**src/rtl/cw_reg_pkg.sv**
```systemverilog
`default_nettype none

package cw_reg_pkg;

   localparam int BYTECNT_W = 7;   // Byte index within one register access

   typedef logic [BYTECNT_W-1:0] bytecnt_t;

   // ADC block register map
   localparam logic [7:0] ADDR_ADC_CTRL   = 8'h50;
   localparam logic [7:0] ADDR_VMAG       = 8'h51;
   localparam logic [7:0] ADDR_ADC_SER    = 8'h52;   // Two bytes, byte 1 launches
   localparam logic [7:0] ADDR_ADC_STATUS = 8'h53;

   // Target pin register map
   localparam logic [7:0] ADDR_TARGET_PWR = 8'h58;
   localparam logic [7:0] ADDR_TARGET_IO  = 8'h59;

   // Status register bit positions
   localparam int STAT_BUSY_BIT = 0;
   localparam int STAT_ERR_BIT  = 1;   // Sticky, write 1 to clear

   // ADC_CTRL layout, bit0 is reset
   typedef struct packed {
      logic oe;
      logic dfs;
      logic reset;
   } adc_ctrl_reg_t;

   // TARGET_IO layout, bit0 is AVR programming
   typedef struct packed {
      logic pdic_val;
      logic pdic_en;
      logic pdid_val;
      logic pdid_en;
      logic nrst_val;
      logic nrst_en;
      logic avrprog;
   } target_io_reg_t;

   typedef struct packed {
      logic [7:0] address;
      bytecnt_t   bytecnt;
      logic [7:0] wdata;
      logic       read;    // One-cycle strobes
      logic       write;
   } reg_bus_t;

endpackage

`default_nettype wire

```
**src/rtl/cw_pin_pkg.sv**
```systemverilog
`default_nettype none

package cw_pin_pkg;

   localparam int SER_BITS   = 16;   // Serial config frame length
   localparam int SCLK_DIV   = 4;    // clk_usb cycles per sclk period
   localparam int FLASH_BITS = 4;

   localparam int SCLK_DIV_W = $clog2(SCLK_DIV);
   localparam int SER_CNT_W  = $clog2(SER_BITS);

   typedef logic [SCLK_DIV_W-1:0] div_cnt_t;
   typedef logic [SER_CNT_W-1:0]  bit_cnt_t;
   typedef logic [FLASH_BITS-1:0] flash_cnt_t;

   localparam div_cnt_t DIV_RISE = div_cnt_t'(SCLK_DIV / 2 - 1);   // sclk rises after this
   localparam div_cnt_t DIV_LAST = div_cnt_t'(SCLK_DIV - 1);
   localparam bit_cnt_t BIT_LAST = bit_cnt_t'(SER_BITS - 1);

   typedef struct packed {
      logic oe;
      logic value;
   } pin_drive_t;

   typedef struct packed {
      pin_drive_t nrst;
      pin_drive_t pdid;
      pin_drive_t pdic;
      pin_drive_t mosi;
      pin_drive_t sck;
   } target_pins_t;

   typedef struct packed {
      logic reset;
      logic dfs;
      logic oe;
      logic sclk;
      logic sdata;
      logic sen;     // Active low frame enable
   } adc_ctrl_t;

endpackage

`default_nettype wire

```
**src/rtl/usb_reg_main.sv**
```systemverilog
`timescale 1ns/10ps
`default_nettype none

module usb_reg_main (
   input  wire                       clk_usb_i,
   input  wire                       rst_n_i,
   input  wire [7:0]                 usb_addr_i,
   input  wire [7:0]                 usb_data_i,
   input  wire                       usb_rdn_i,
   input  wire                       usb_wrn_i,
   input  wire                       usb_cen_i,
   input  wire                       usb_alen_i,
   input  wire [7:0]                 reg_rdata_i,
   output logic [7:0]                usb_data_o,
   output logic                      usb_isout_o,
   output cw_reg_pkg::reg_bus_t      reg_bus_o
);

   logic                 rdn_s, wrn_s, cen_s, alen_s;   // Sampled host strobes
   logic                 rdn_d, wrn_d;                  // Previous samples for edge detect
   logic [7:0]           addr_s;
   logic [7:0]           data_s;
   logic                 rd_fall_q, wr_fall_q;
   logic [7:0]           addr_q;
   cw_reg_pkg::bytecnt_t bytecnt_q;
   cw_reg_pkg::reg_bus_t bus_q;
   logic [7:0]           rdata_q;
   logic                 isout_q;

   always_ff @(posedge clk_usb_i or negedge rst_n_i) begin
      if (!rst_n_i) begin
         rdn_s     <= 1'b1;
         wrn_s     <= 1'b1;
         cen_s     <= 1'b1;
         alen_s    <= 1'b1;
         rdn_d     <= 1'b1;
         wrn_d     <= 1'b1;
         rd_fall_q <= 1'b0;
         wr_fall_q <= 1'b0;
      end else begin
         rdn_s     <= usb_rdn_i;
         wrn_s     <= usb_wrn_i;
         cen_s     <= usb_cen_i;
         alen_s    <= usb_alen_i;
         rdn_d     <= rdn_s;
         wrn_d     <= wrn_s;
         rd_fall_q <= rdn_d && !rdn_s && !cen_s;
         wr_fall_q <= wrn_d && !wrn_s && !cen_s;
      end
   end

   always_ff @(posedge clk_usb_i) begin
      addr_s <= usb_addr_i;
      data_s <= usb_data_i;
   end

   // Address latch, byte counter steps after every access
   always_ff @(posedge clk_usb_i or negedge rst_n_i) begin
      if (!rst_n_i) begin
         addr_q    <= '0;
         bytecnt_q <= '0;
      end else if (!alen_s) begin
         addr_q    <= addr_s;
         bytecnt_q <= '0;
      end else if (bus_q.read || bus_q.write) begin
         bytecnt_q <= bytecnt_q + 1'b1;
      end
   end

   always_ff @(posedge clk_usb_i or negedge rst_n_i) begin
      if (!rst_n_i) begin
         bus_q <= '0;
      end else begin
         bus_q.address <= addr_q;
         bus_q.bytecnt <= bytecnt_q;
         bus_q.wdata   <= data_s;
         bus_q.read    <= rd_fall_q;
         bus_q.write   <= wr_fall_q;
      end
   end

   // Hold the read byte until the host releases rdn
   always_ff @(posedge clk_usb_i or negedge rst_n_i) begin
      if (!rst_n_i) begin
         rdata_q <= '0;
         isout_q <= 1'b0;
      end else if (bus_q.read) begin
         rdata_q <= reg_rdata_i;
         isout_q <= 1'b1;
      end else if (rdn_s) begin
         isout_q <= 1'b0;
      end
   end

   assign reg_bus_o   = bus_q;
   assign usb_data_o  = rdata_q;
   assign usb_isout_o = isout_q;

   a_rd_wr_excl: assert property (@(posedge clk_usb_i) disable iff (!rst_n_i)
      !(bus_q.read && bus_q.write));

endmodule

`default_nettype wire

```
**src/rtl/reg_husky_adc.sv**
```systemverilog
`timescale 1ns/10ps
`default_nettype none

module reg_husky_adc (
   input  wire                       clk_usb_i,
   input  wire                       rst_n_i,
   input  wire cw_reg_pkg::reg_bus_t reg_bus_i,
   input  wire                       adc_sdout_i,
   output logic [7:0]                reg_rdata_o,
   output cw_pin_pkg::adc_ctrl_t     adc_o,
   output logic [4:0]                vmag_o,
   output logic                      adc_err_o
);

   cw_reg_pkg::adc_ctrl_reg_t           ctrl_q;
   logic [4:0]                          vmag_q;
   logic                                err_q;
   logic [7:0]                          tx_lo_q;             // Staged low byte
   logic [cw_pin_pkg::SER_BITS-1:0]     tx_q, tx_d;
   logic [cw_pin_pkg::SER_BITS-1:0]     rx_sh_q;
   logic [cw_pin_pkg::SER_BITS-1:0]     rx_q;                // Last complete SDOUT word
   logic                                busy_q, busy_d;
   cw_pin_pkg::div_cnt_t                div_q, div_d;
   cw_pin_pkg::bit_cnt_t                bit_q, bit_d;
   logic                                sen_q, sclk_q, sdata_q;
   logic                                wr_ctrl, wr_vmag, wr_ser_lo, wr_ser_hi, wr_status;
   logic                                launch, overrun;

   assign wr_ctrl   = reg_bus_i.write && (reg_bus_i.address == cw_reg_pkg::ADDR_ADC_CTRL);
   assign wr_vmag   = reg_bus_i.write && (reg_bus_i.address == cw_reg_pkg::ADDR_VMAG);
   assign wr_status = reg_bus_i.write && (reg_bus_i.address == cw_reg_pkg::ADDR_ADC_STATUS);
   assign wr_ser_lo = reg_bus_i.write && (reg_bus_i.address == cw_reg_pkg::ADDR_ADC_SER)
                      && (reg_bus_i.bytecnt == cw_reg_pkg::bytecnt_t'(0));
   assign wr_ser_hi = reg_bus_i.write && (reg_bus_i.address == cw_reg_pkg::ADDR_ADC_SER)
                      && (reg_bus_i.bytecnt == cw_reg_pkg::bytecnt_t'(1));
   assign launch    = wr_ser_hi && !busy_q;
   assign overrun   = wr_ser_hi && busy_q;   // Dropped, flagged only

   always_comb begin
      reg_rdata_o = '0;
      case (reg_bus_i.address)
         cw_reg_pkg::ADDR_ADC_CTRL: reg_rdata_o = {5'b0, ctrl_q};
         cw_reg_pkg::ADDR_VMAG:     reg_rdata_o = {3'b0, vmag_q};
         cw_reg_pkg::ADDR_ADC_SER: begin
            if (reg_bus_i.bytecnt == cw_reg_pkg::bytecnt_t'(0))
               reg_rdata_o = rx_q[7:0];
            else if (reg_bus_i.bytecnt == cw_reg_pkg::bytecnt_t'(1))
               reg_rdata_o = rx_q[15:8];
         end
         cw_reg_pkg::ADDR_ADC_STATUS: begin
            reg_rdata_o[cw_reg_pkg::STAT_BUSY_BIT] = busy_q;
            reg_rdata_o[cw_reg_pkg::STAT_ERR_BIT]  = err_q;
         end
         default: ;
      endcase
   end

   // Frame sequencer, MSB first
   always_comb begin
      busy_d = busy_q;
      div_d  = div_q;
      bit_d  = bit_q;
      tx_d   = tx_q;
      if (launch) begin
         busy_d = 1'b1;
         div_d  = '0;
         bit_d  = '0;
         tx_d   = {reg_bus_i.wdata, tx_lo_q};
      end else if (busy_q) begin
         div_d = div_q + 1'b1;
         if (div_q == cw_pin_pkg::DIV_LAST) begin
            bit_d = bit_q + 1'b1;
            tx_d  = {tx_q[cw_pin_pkg::SER_BITS-2:0], 1'b0};
            if (bit_q == cw_pin_pkg::BIT_LAST)
               busy_d = 1'b0;
         end
      end
   end

   always_ff @(posedge clk_usb_i or negedge rst_n_i) begin
      if (!rst_n_i) begin
         busy_q  <= 1'b0;
         div_q   <= '0;
         bit_q   <= '0;
         sen_q   <= 1'b1;
         sclk_q  <= 1'b0;
         sdata_q <= 1'b0;
      end else begin
         busy_q  <= busy_d;
         div_q   <= div_d;
         bit_q   <= bit_d;
         sen_q   <= !busy_d;
         sclk_q  <= (div_d > cw_pin_pkg::DIV_RISE);   // Low half, then high
         sdata_q <= tx_d[cw_pin_pkg::SER_BITS-1];
      end
   end

   always_ff @(posedge clk_usb_i) begin
      if (wr_ser_lo)
         tx_lo_q <= reg_bus_i.wdata;
      tx_q <= tx_d;
      if (busy_q && (div_q == cw_pin_pkg::DIV_RISE))   // sclk rising edge
         rx_sh_q <= {rx_sh_q[cw_pin_pkg::SER_BITS-2:0], adc_sdout_i};
   end

   always_ff @(posedge clk_usb_i or negedge rst_n_i) begin
      if (!rst_n_i) begin
         ctrl_q <= '0;
         vmag_q <= '0;
         err_q  <= 1'b0;
         rx_q   <= '0;
      end else begin
         if (wr_ctrl)
            ctrl_q <= cw_reg_pkg::adc_ctrl_reg_t'(reg_bus_i.wdata[2:0]);
         if (wr_vmag)
            vmag_q <= reg_bus_i.wdata[4:0];
         if (overrun)
            err_q <= 1'b1;
         else if (wr_status && reg_bus_i.wdata[cw_reg_pkg::STAT_ERR_BIT])
            err_q <= 1'b0;
         if (busy_q && !busy_d)
            rx_q <= rx_sh_q;
      end
   end

   assign adc_o = '{reset: ctrl_q.reset, dfs: ctrl_q.dfs, oe: ctrl_q.oe,
                    sclk: sclk_q, sdata: sdata_q, sen: sen_q};
   assign vmag_o    = vmag_q;
   assign adc_err_o = err_q;

   // sen stays low for one whole frame
   a_sen_frame: assert property (@(posedge clk_usb_i) disable iff (!rst_n_i)
      $rose(adc_o.sen) |->
         !$past(adc_o.sen, cw_pin_pkg::SER_BITS * cw_pin_pkg::SCLK_DIV)
         && $past(adc_o.sen, cw_pin_pkg::SER_BITS * cw_pin_pkg::SCLK_DIV + 1));
   a_sclk_idle: assert property (@(posedge clk_usb_i) disable iff (!rst_n_i)
      adc_o.sen |-> !adc_o.sclk);

endmodule

`default_nettype wire

```
**src/rtl/reg_target_io.sv**
```systemverilog
`timescale 1ns/10ps
`default_nettype none

module reg_target_io (
   input  wire                       clk_usb_i,
   input  wire                       rst_n_i,
   input  wire cw_reg_pkg::reg_bus_t reg_bus_i,
   input  wire                       usb_spare0_i,
   input  wire                       sam_mosi_i,
   input  wire                       sam_spck_i,
   input  wire                       target_miso_i,
   output logic [7:0]                reg_rdata_o,
   output cw_pin_pkg::target_pins_t  pins_o,
   output cw_pin_pkg::pin_drive_t    sam_miso_o,
   output logic                      target_poweron_o
);

   logic                       pwr_off_q;   // Starts set so the target floats
   cw_reg_pkg::target_io_reg_t io_q;
   logic                       wr_pwr, wr_io;

   assign wr_pwr = reg_bus_i.write && (reg_bus_i.address == cw_reg_pkg::ADDR_TARGET_PWR);
   assign wr_io  = reg_bus_i.write && (reg_bus_i.address == cw_reg_pkg::ADDR_TARGET_IO);

   always_ff @(posedge clk_usb_i or negedge rst_n_i) begin
      if (!rst_n_i) begin
         pwr_off_q <= 1'b1;
         io_q      <= '0;
      end else begin
         if (wr_pwr)
            pwr_off_q <= reg_bus_i.wdata[0];
         if (wr_io)
            io_q <= cw_reg_pkg::target_io_reg_t'(reg_bus_i.wdata[6:0]);
      end
   end

   always_comb begin
      reg_rdata_o = '0;
      case (reg_bus_i.address)
         cw_reg_pkg::ADDR_TARGET_PWR: reg_rdata_o = {7'b0, pwr_off_q};
         cw_reg_pkg::ADDR_TARGET_IO:  reg_rdata_o = {1'b0, io_q};
         default: ;
      endcase
   end

   // Undriven pins carry a zero value
   always_comb begin
      pins_o = '0;
      if (!pwr_off_q) begin
         if (io_q.avrprog) begin
            pins_o.nrst = '{oe: 1'b1, value: usb_spare0_i};   // Reset from the SAM
            pins_o.mosi = '{oe: 1'b1, value: sam_mosi_i};
            pins_o.sck  = '{oe: 1'b1, value: sam_spck_i};
         end else begin
            pins_o.nrst = '{oe: io_q.nrst_en, value: io_q.nrst_en && io_q.nrst_val};
            pins_o.pdid = '{oe: io_q.pdid_en, value: io_q.pdid_en && io_q.pdid_val};
            pins_o.pdic = '{oe: io_q.pdic_en, value: io_q.pdic_en && io_q.pdic_val};
         end
      end
   end

   // MISO back to the SAM ignores target power
   assign sam_miso_o = '{oe: io_q.avrprog, value: io_q.avrprog && target_miso_i};

   assign target_poweron_o = !pwr_off_q;

endmodule

`default_nettype wire

```
**src/rtl/led_status.sv**
```systemverilog
`timescale 1ns/10ps
`default_nettype none

module led_status (
   input  wire  clk_usb_i,
   input  wire  rst_n_i,
   input  wire  error_i,
   input  wire  pll_status_i,
   output logic led_adc_o
);

   cw_pin_pkg::flash_cnt_t flash_cnt_q;   // Free running
   logic                   flash;

   always_ff @(posedge clk_usb_i or negedge rst_n_i) begin
      if (!rst_n_i)
         flash_cnt_q <= '0;
      else
         flash_cnt_q <= flash_cnt_q + 1'b1;
   end

   // Square wave with period 2^FLASH_BITS
   assign flash = flash_cnt_q[cw_pin_pkg::FLASH_BITS-1];

   // Fast flash on an internal error, PLL lock state otherwise
   assign led_adc_o = error_i ? flash : !pll_status_i;

endmodule

`default_nettype wire

```
**src/rtl/cwhusky_top.sv**
```systemverilog
`timescale 1ns/10ps
`default_nettype none

module cwhusky_top (
   input  wire                       clk_usb_i,
   input  wire                       rst_n_i,
   // Host register bus
   input  wire [7:0]                 usb_addr_i,
   input  wire [7:0]                 usb_data_i,
   input  wire                       usb_rdn_i,
   input  wire                       usb_wrn_i,
   input  wire                       usb_cen_i,
   input  wire                       usb_alen_i,
   output wire [7:0]                 usb_data_o,
   output wire                       usb_isout_o,
   // ADC and VGA
   input  wire                       adc_sdout_i,
   output cw_pin_pkg::adc_ctrl_t     adc_o,
   output wire [4:0]                 vmag_o,
   // Target and SAM pins
   input  wire                       usb_spare0_i,
   input  wire                       sam_mosi_i,
   input  wire                       sam_spck_i,
   input  wire                       target_miso_i,
   output cw_pin_pkg::target_pins_t  pins_o,
   output cw_pin_pkg::pin_drive_t    sam_miso_o,
   output wire                       target_poweron_o,
   // Status
   input  wire                       pll_status_i,
   output wire                       led_adc_o
);

   wire cw_reg_pkg::reg_bus_t reg_bus;
   wire [7:0]                 reg_rdata;
   wire [7:0]                 rdata_adc;
   wire [7:0]                 rdata_tio;
   wire                       adc_err;

   assign reg_rdata = rdata_adc | rdata_tio;   // Unaddressed blocks return zero

   usb_reg_main i_usb_reg_main (
      .clk_usb_i     (clk_usb_i),
      .rst_n_i       (rst_n_i),
      .usb_addr_i    (usb_addr_i),
      .usb_data_i    (usb_data_i),
      .usb_rdn_i     (usb_rdn_i),
      .usb_wrn_i     (usb_wrn_i),
      .usb_cen_i     (usb_cen_i),
      .usb_alen_i    (usb_alen_i),
      .reg_rdata_i   (reg_rdata),
      .usb_data_o    (usb_data_o),
      .usb_isout_o   (usb_isout_o),
      .reg_bus_o     (reg_bus)
   );

   reg_husky_adc i_reg_husky_adc (
      .clk_usb_i     (clk_usb_i),
      .rst_n_i       (rst_n_i),
      .reg_bus_i     (reg_bus),
      .adc_sdout_i   (adc_sdout_i),
      .reg_rdata_o   (rdata_adc),
      .adc_o         (adc_o),
      .vmag_o        (vmag_o),
      .adc_err_o     (adc_err)
   );

   reg_target_io i_reg_target_io (
      .clk_usb_i        (clk_usb_i),
      .rst_n_i          (rst_n_i),
      .reg_bus_i        (reg_bus),
      .usb_spare0_i     (usb_spare0_i),
      .sam_mosi_i       (sam_mosi_i),
      .sam_spck_i       (sam_spck_i),
      .target_miso_i    (target_miso_i),
      .reg_rdata_o      (rdata_tio),
      .pins_o           (pins_o),
      .sam_miso_o       (sam_miso_o),
      .target_poweron_o (target_poweron_o)
   );

   led_status i_led_status (
      .clk_usb_i     (clk_usb_i),
      .rst_n_i       (rst_n_i),
      .error_i       (adc_err),
      .pll_status_i  (pll_status_i),
      .led_adc_o     (led_adc_o)
   );

endmodule

`default_nettype wire

```
**config.mk**
```make
export PLATFORM = sky130hd
export DESIGN_NAME = cwhusky_top
export DESIGN_NICKNAME = d
export VERILOG_FILES = /design/src/rtl/cw_reg_pkg.sv /design/src/rtl/cw_pin_pkg.sv /design/src/rtl/usb_reg_main.sv /design/src/rtl/reg_husky_adc.sv /design/src/rtl/reg_target_io.sv /design/src/rtl/led_status.sv /design/src/rtl/cwhusky_top.sv
export SDC_FILE = /design/constraint.sdc
export NUM_CORES = 1
export LEC_CHECK = 0
export BUFFER_PORTS_ARGS = -buffer_cell sky130_fd_sc_hd__buf_2
export CAP_MARGIN = 10
export CORE_ASPECT_RATIO = 0.7
export CORE_UTILIZATION = 58
export CTS_CLUSTER_SIZE = 25
export DETAILED_ROUTE_END_ITERATION = 8
export PLACE_DENSITY = 0.79
export SLEW_MARGIN = 25
export SYNTH_ARGS = -nofsm -noshare
export SYNTH_HDL_FRONTEND = slang
export SYNTH_SLANG_ARGS = --single-unit
```
**constraint.sdc**
```tcl
create_clock -name clk_usb_i -period 4 [get_ports clk_usb_i]
set_input_delay 0.4 -clock clk_usb_i [delete_from_list [all_inputs] [get_ports clk_usb_i]]
set_output_delay 0.4 -clock clk_usb_i [all_outputs]
set_load 0.005 [all_outputs]
```
==> results.toml <==
[cells_and_area]
design_area_um2 = 6830
finalNetCount = 486
syn_to_final_growth_pct = 15.27
layout-drive-gt1-share_pct = 34.12
diodes = 0

[die]
rows = 30
core_area_um2 = 9797
die_y_um = 86.57
io_pins = 62
start_util_pct = 60.49
dieArea_um2 = 10630
die_x_um = 122.8

[logic_synthesis]
synth_top_area_share_pct = 40.54
synth_seq_cells = 160
synth_cells = 391
synthTopCellsByArea = "dfrtp_1 (41%), edfxtp_1 (20%), mux2_2 (8.9%)"
netlist_area_um2 = 5926
synth_nets = 424
synth_common_cells = "dfrtp_1 (96), mux2_2 (47), edfxtp_1 (39), dfxtp_1 (17)"
avgSynthCellArea_um2 = 15.16
ys_types = 52
seq_area_frac_synth_pct = 69.59
synth-edff-count = 39
post-synth-top-count-cell = "dfrtp_1"
synth-async-reset-ratio_pct = 65.00
yosysWarnings = 0
yosys.area.top_type = "dfrtp_1"
ys.flop_type = "dfrtp_1"

[critical_path]
reg2reg_to = "i_reg_husky_adc.rx_q[1]"
slowest_stage = "and2_1"
critPathBufInv = 0
critical_path_class = "reg -> reg"
worstReg2RegStart = "i_reg_husky_adc.busy_q"
crit_path_start_kind = "flop"
endpoint_kind = "flop"
max_stage_delay_ns = 0.74
path_delay_family = "simple AND/OR/NAND/NOR gates"
r2r_cells = 3
worstPathMaxFanout = 21
r2r_setup_slack_ns = 1.75
critPathArrivalTime_ns = 2.55
crit_path_cell_trace = "and2_1 -> nand4_4 -> mux2_2"
required_ns = 4.30

[sta]
fin_crit_sh_pct = 56.20
timing.fmax_ghz = 0.4448
min_period_ns = 2.248
tightest_slew_ns = 0.8226
setup_viol = 0
fin_skew_ns = 0.008094
setup_slack_ns = 1.752
hold_ws_ns = 0.02035
finalHoldViolations = 0
maxSlewHeadroom_pct = 45.16
rsz0062_at_grt = "no"
fin_tns_setup_ns = 0
drv_slew = 0

[pwr]
finalPower_uw = 3351
ir_drop_mv = 0.3373
powerDensity_nw_per_um2 = 490.7
seqPwrFrac_pct = 52.5
switchingPower_uw = 709.1
power_leakage_uw = 0.003141
p_clk_share_pct = 44.7
power_frac_comb_pct = 2.8
swShare_pct = 21.16
p_int_uw = 2642

[routing]
first_iter_violations = 359
wl_mm = 10.84
vias = 3328
viasPerCell = 5.603
detail-route-antenna-nets = 0
wl_per_cell_um = 18.24
drc_errors = 0
drt_first_pass_iters = 4

[clock_network]
clock_path_buffers = 2
clk_pin_slew_ns = 0.06
holdBufCountCts = 0
clockRootBuffer = "clkbuf_16"
numCtsBuffers = 17
cts_tree = "done"
clock_latency_ns = 0.42
htreeDepth = 4
cts_resized = 0
cts_sinks = 160
post_cts_buffers = 0

[place]
hpwl_mm = 7.192
placed_area_um2 = 6281
port_buffers = 61
dp_slack_ns = 1.757
gp_congestion = 0.7628

[grt]
grt_first_pass_wirelength_mm = 17.37
grt_pass1_vias = 3355
grt_overflow_total = 0
antenna_found_initial = 0
grt_max_degree = 80
grt.total_usage_pct = 22.63

[run_status]
status = "completed"

[flow_run]
drv_cap = 0

[hold_path]
hold_class = "in -> async"
per-stage QoR:
stage | util, % | std cells
3_5_place_dp | 64.11 | 562
3_3_place_gp | 64.11 | 562
4_1_cts | 69.68 | 594
6_report | 69.72 | 594
5_1_grt | 69.72 | 594
2_1_floorplan | - | 391
flip-flops by register name (all words and copies together), names as in the netlist, 2 cells and up:
register                   count
i_led_status.flash_cnt_q       4
i_reg_husky_adc.rx_q          16
i_reg_husky_adc.bit_q          4
i_usb_reg_main.reg_bus_o      25
i_usb_reg_main.bytecnt_q       7
i_reg_husky_adc.vmag_o         5
i_reg_husky_adc.tx_lo_q        8
i_usb_reg_main.data_s          8
i_reg_husky_adc.rx_sh_q       16
i_usb_reg_main.usb_data_o      8
i_reg_husky_adc.tx_q          16
i_reg_target_io.io_q           6
i_reg_husky_adc.div_q          2
i_reg_husky_adc.adc_o          3
i_usb_reg_main.addr_q          8
i_usb_reg_main.addr_s          8
cell families after synthesis:
kind of cell / Yosys count / share of synthesized area (%)
AO/OA/AOI/OAI: 51 / 6.250
XOR/XNOR: 8 / 1.182
adder cells (fa/ha/maj): 5 / 1.056
buffers and inverters: 27 / 2.597
flip-flops: 160 / 69.59
AND/OR/NAND/NOR: 84 / 8.847
multiplexers: 56 / 10.47
worst reg2reg max path, stage by stage (launching register included):
cell and delay [ns]:
dfrtp_1 0.57, and2_1 0.74, nand4_4 0.42, mux2_2 0.41
cell usage in the layout, fill, tap and decap left out, types with 5 or more instances in the layout:
cell type / Yosys / routed
clkbuf_16: 0 / 17
a22o_1: 16 / 16
nand4_1: 5 / 5
buf_2: 6 / 60
mux2i_1: 8 / 8
and2_1: 13 / 13
xnor2_1: 5 / 5
nand2_1: 16 / 16
dfstp_2: 8 / 8
o21ai_0: 13 / 13
dfxtp_1: 17 / 17
ha_1: 5 / 5
nand3_1: 6 / 6
edfxtp_1: 39 / 39
nor2_1: 10 / 10
mux2_2: 47 / 47
dfrtp_1: 96 / 96
clkinv_2: 0 / 6
inv_1: 7 / 7
power groups by stage:
| stage | clock network (µW) | logic [µW] | registers (µW) |
|---|---|---|---|
| after CTS | 1510 | 95.7 | 1760 |
| after detailed placement | 0 | 94.6 | 1790 |
| after floorplan | 0 | 62.3 | 1760 |
| after global routing | 1580 | 106 | 1770 |
| after global placement | 0 | 90.5 | 1790 |
| final | 1500 | 93.5 | 1760 |
worst max-delay path by stage:
stage | from | end | cells past startpoint
global route | i_reg_husky_adc.busy_q | i_reg_husky_adc.rx_q[13] | 3
CTS | i_reg_husky_adc.busy_q | i_reg_husky_adc.rx_q[13] | 3
detailed placement | i_reg_husky_adc.busy_q | i_reg_husky_adc.rx_q[1] | 3
finish | i_reg_husky_adc.busy_q | i_reg_husky_adc.rx_q[1] | 3
global placement | i_reg_husky_adc.busy_q | i_reg_husky_adc.rx_q[1] | 3
floorplan | i_usb_reg_main.reg_bus_o[12] | i_reg_husky_adc.tx_q[0] | 5
metal layers:
layer	vias to the layer above	share of wire (%)	track usage, %
li1	1539	-	-
met1	1686	47	32.27
met2	89	47	32.94
met3	14	4.4	5.789
met4	0	1.5	10.31
met5	-	0	0
layout make-up:
type / instances / area [µm²]
clock buffers: 21 / 460.4
clock inverters: 11 / 85.08
fillers: 646 / 2967
inverters: 7 / 26.28
multi-input cells: 204 / 1648
flip-flops and latches: 160 / 4124
well taps: 128 / 160.2
repair buffers: 63 / 326.6
No activity file was read; power rests on OpenSTA's default activity.
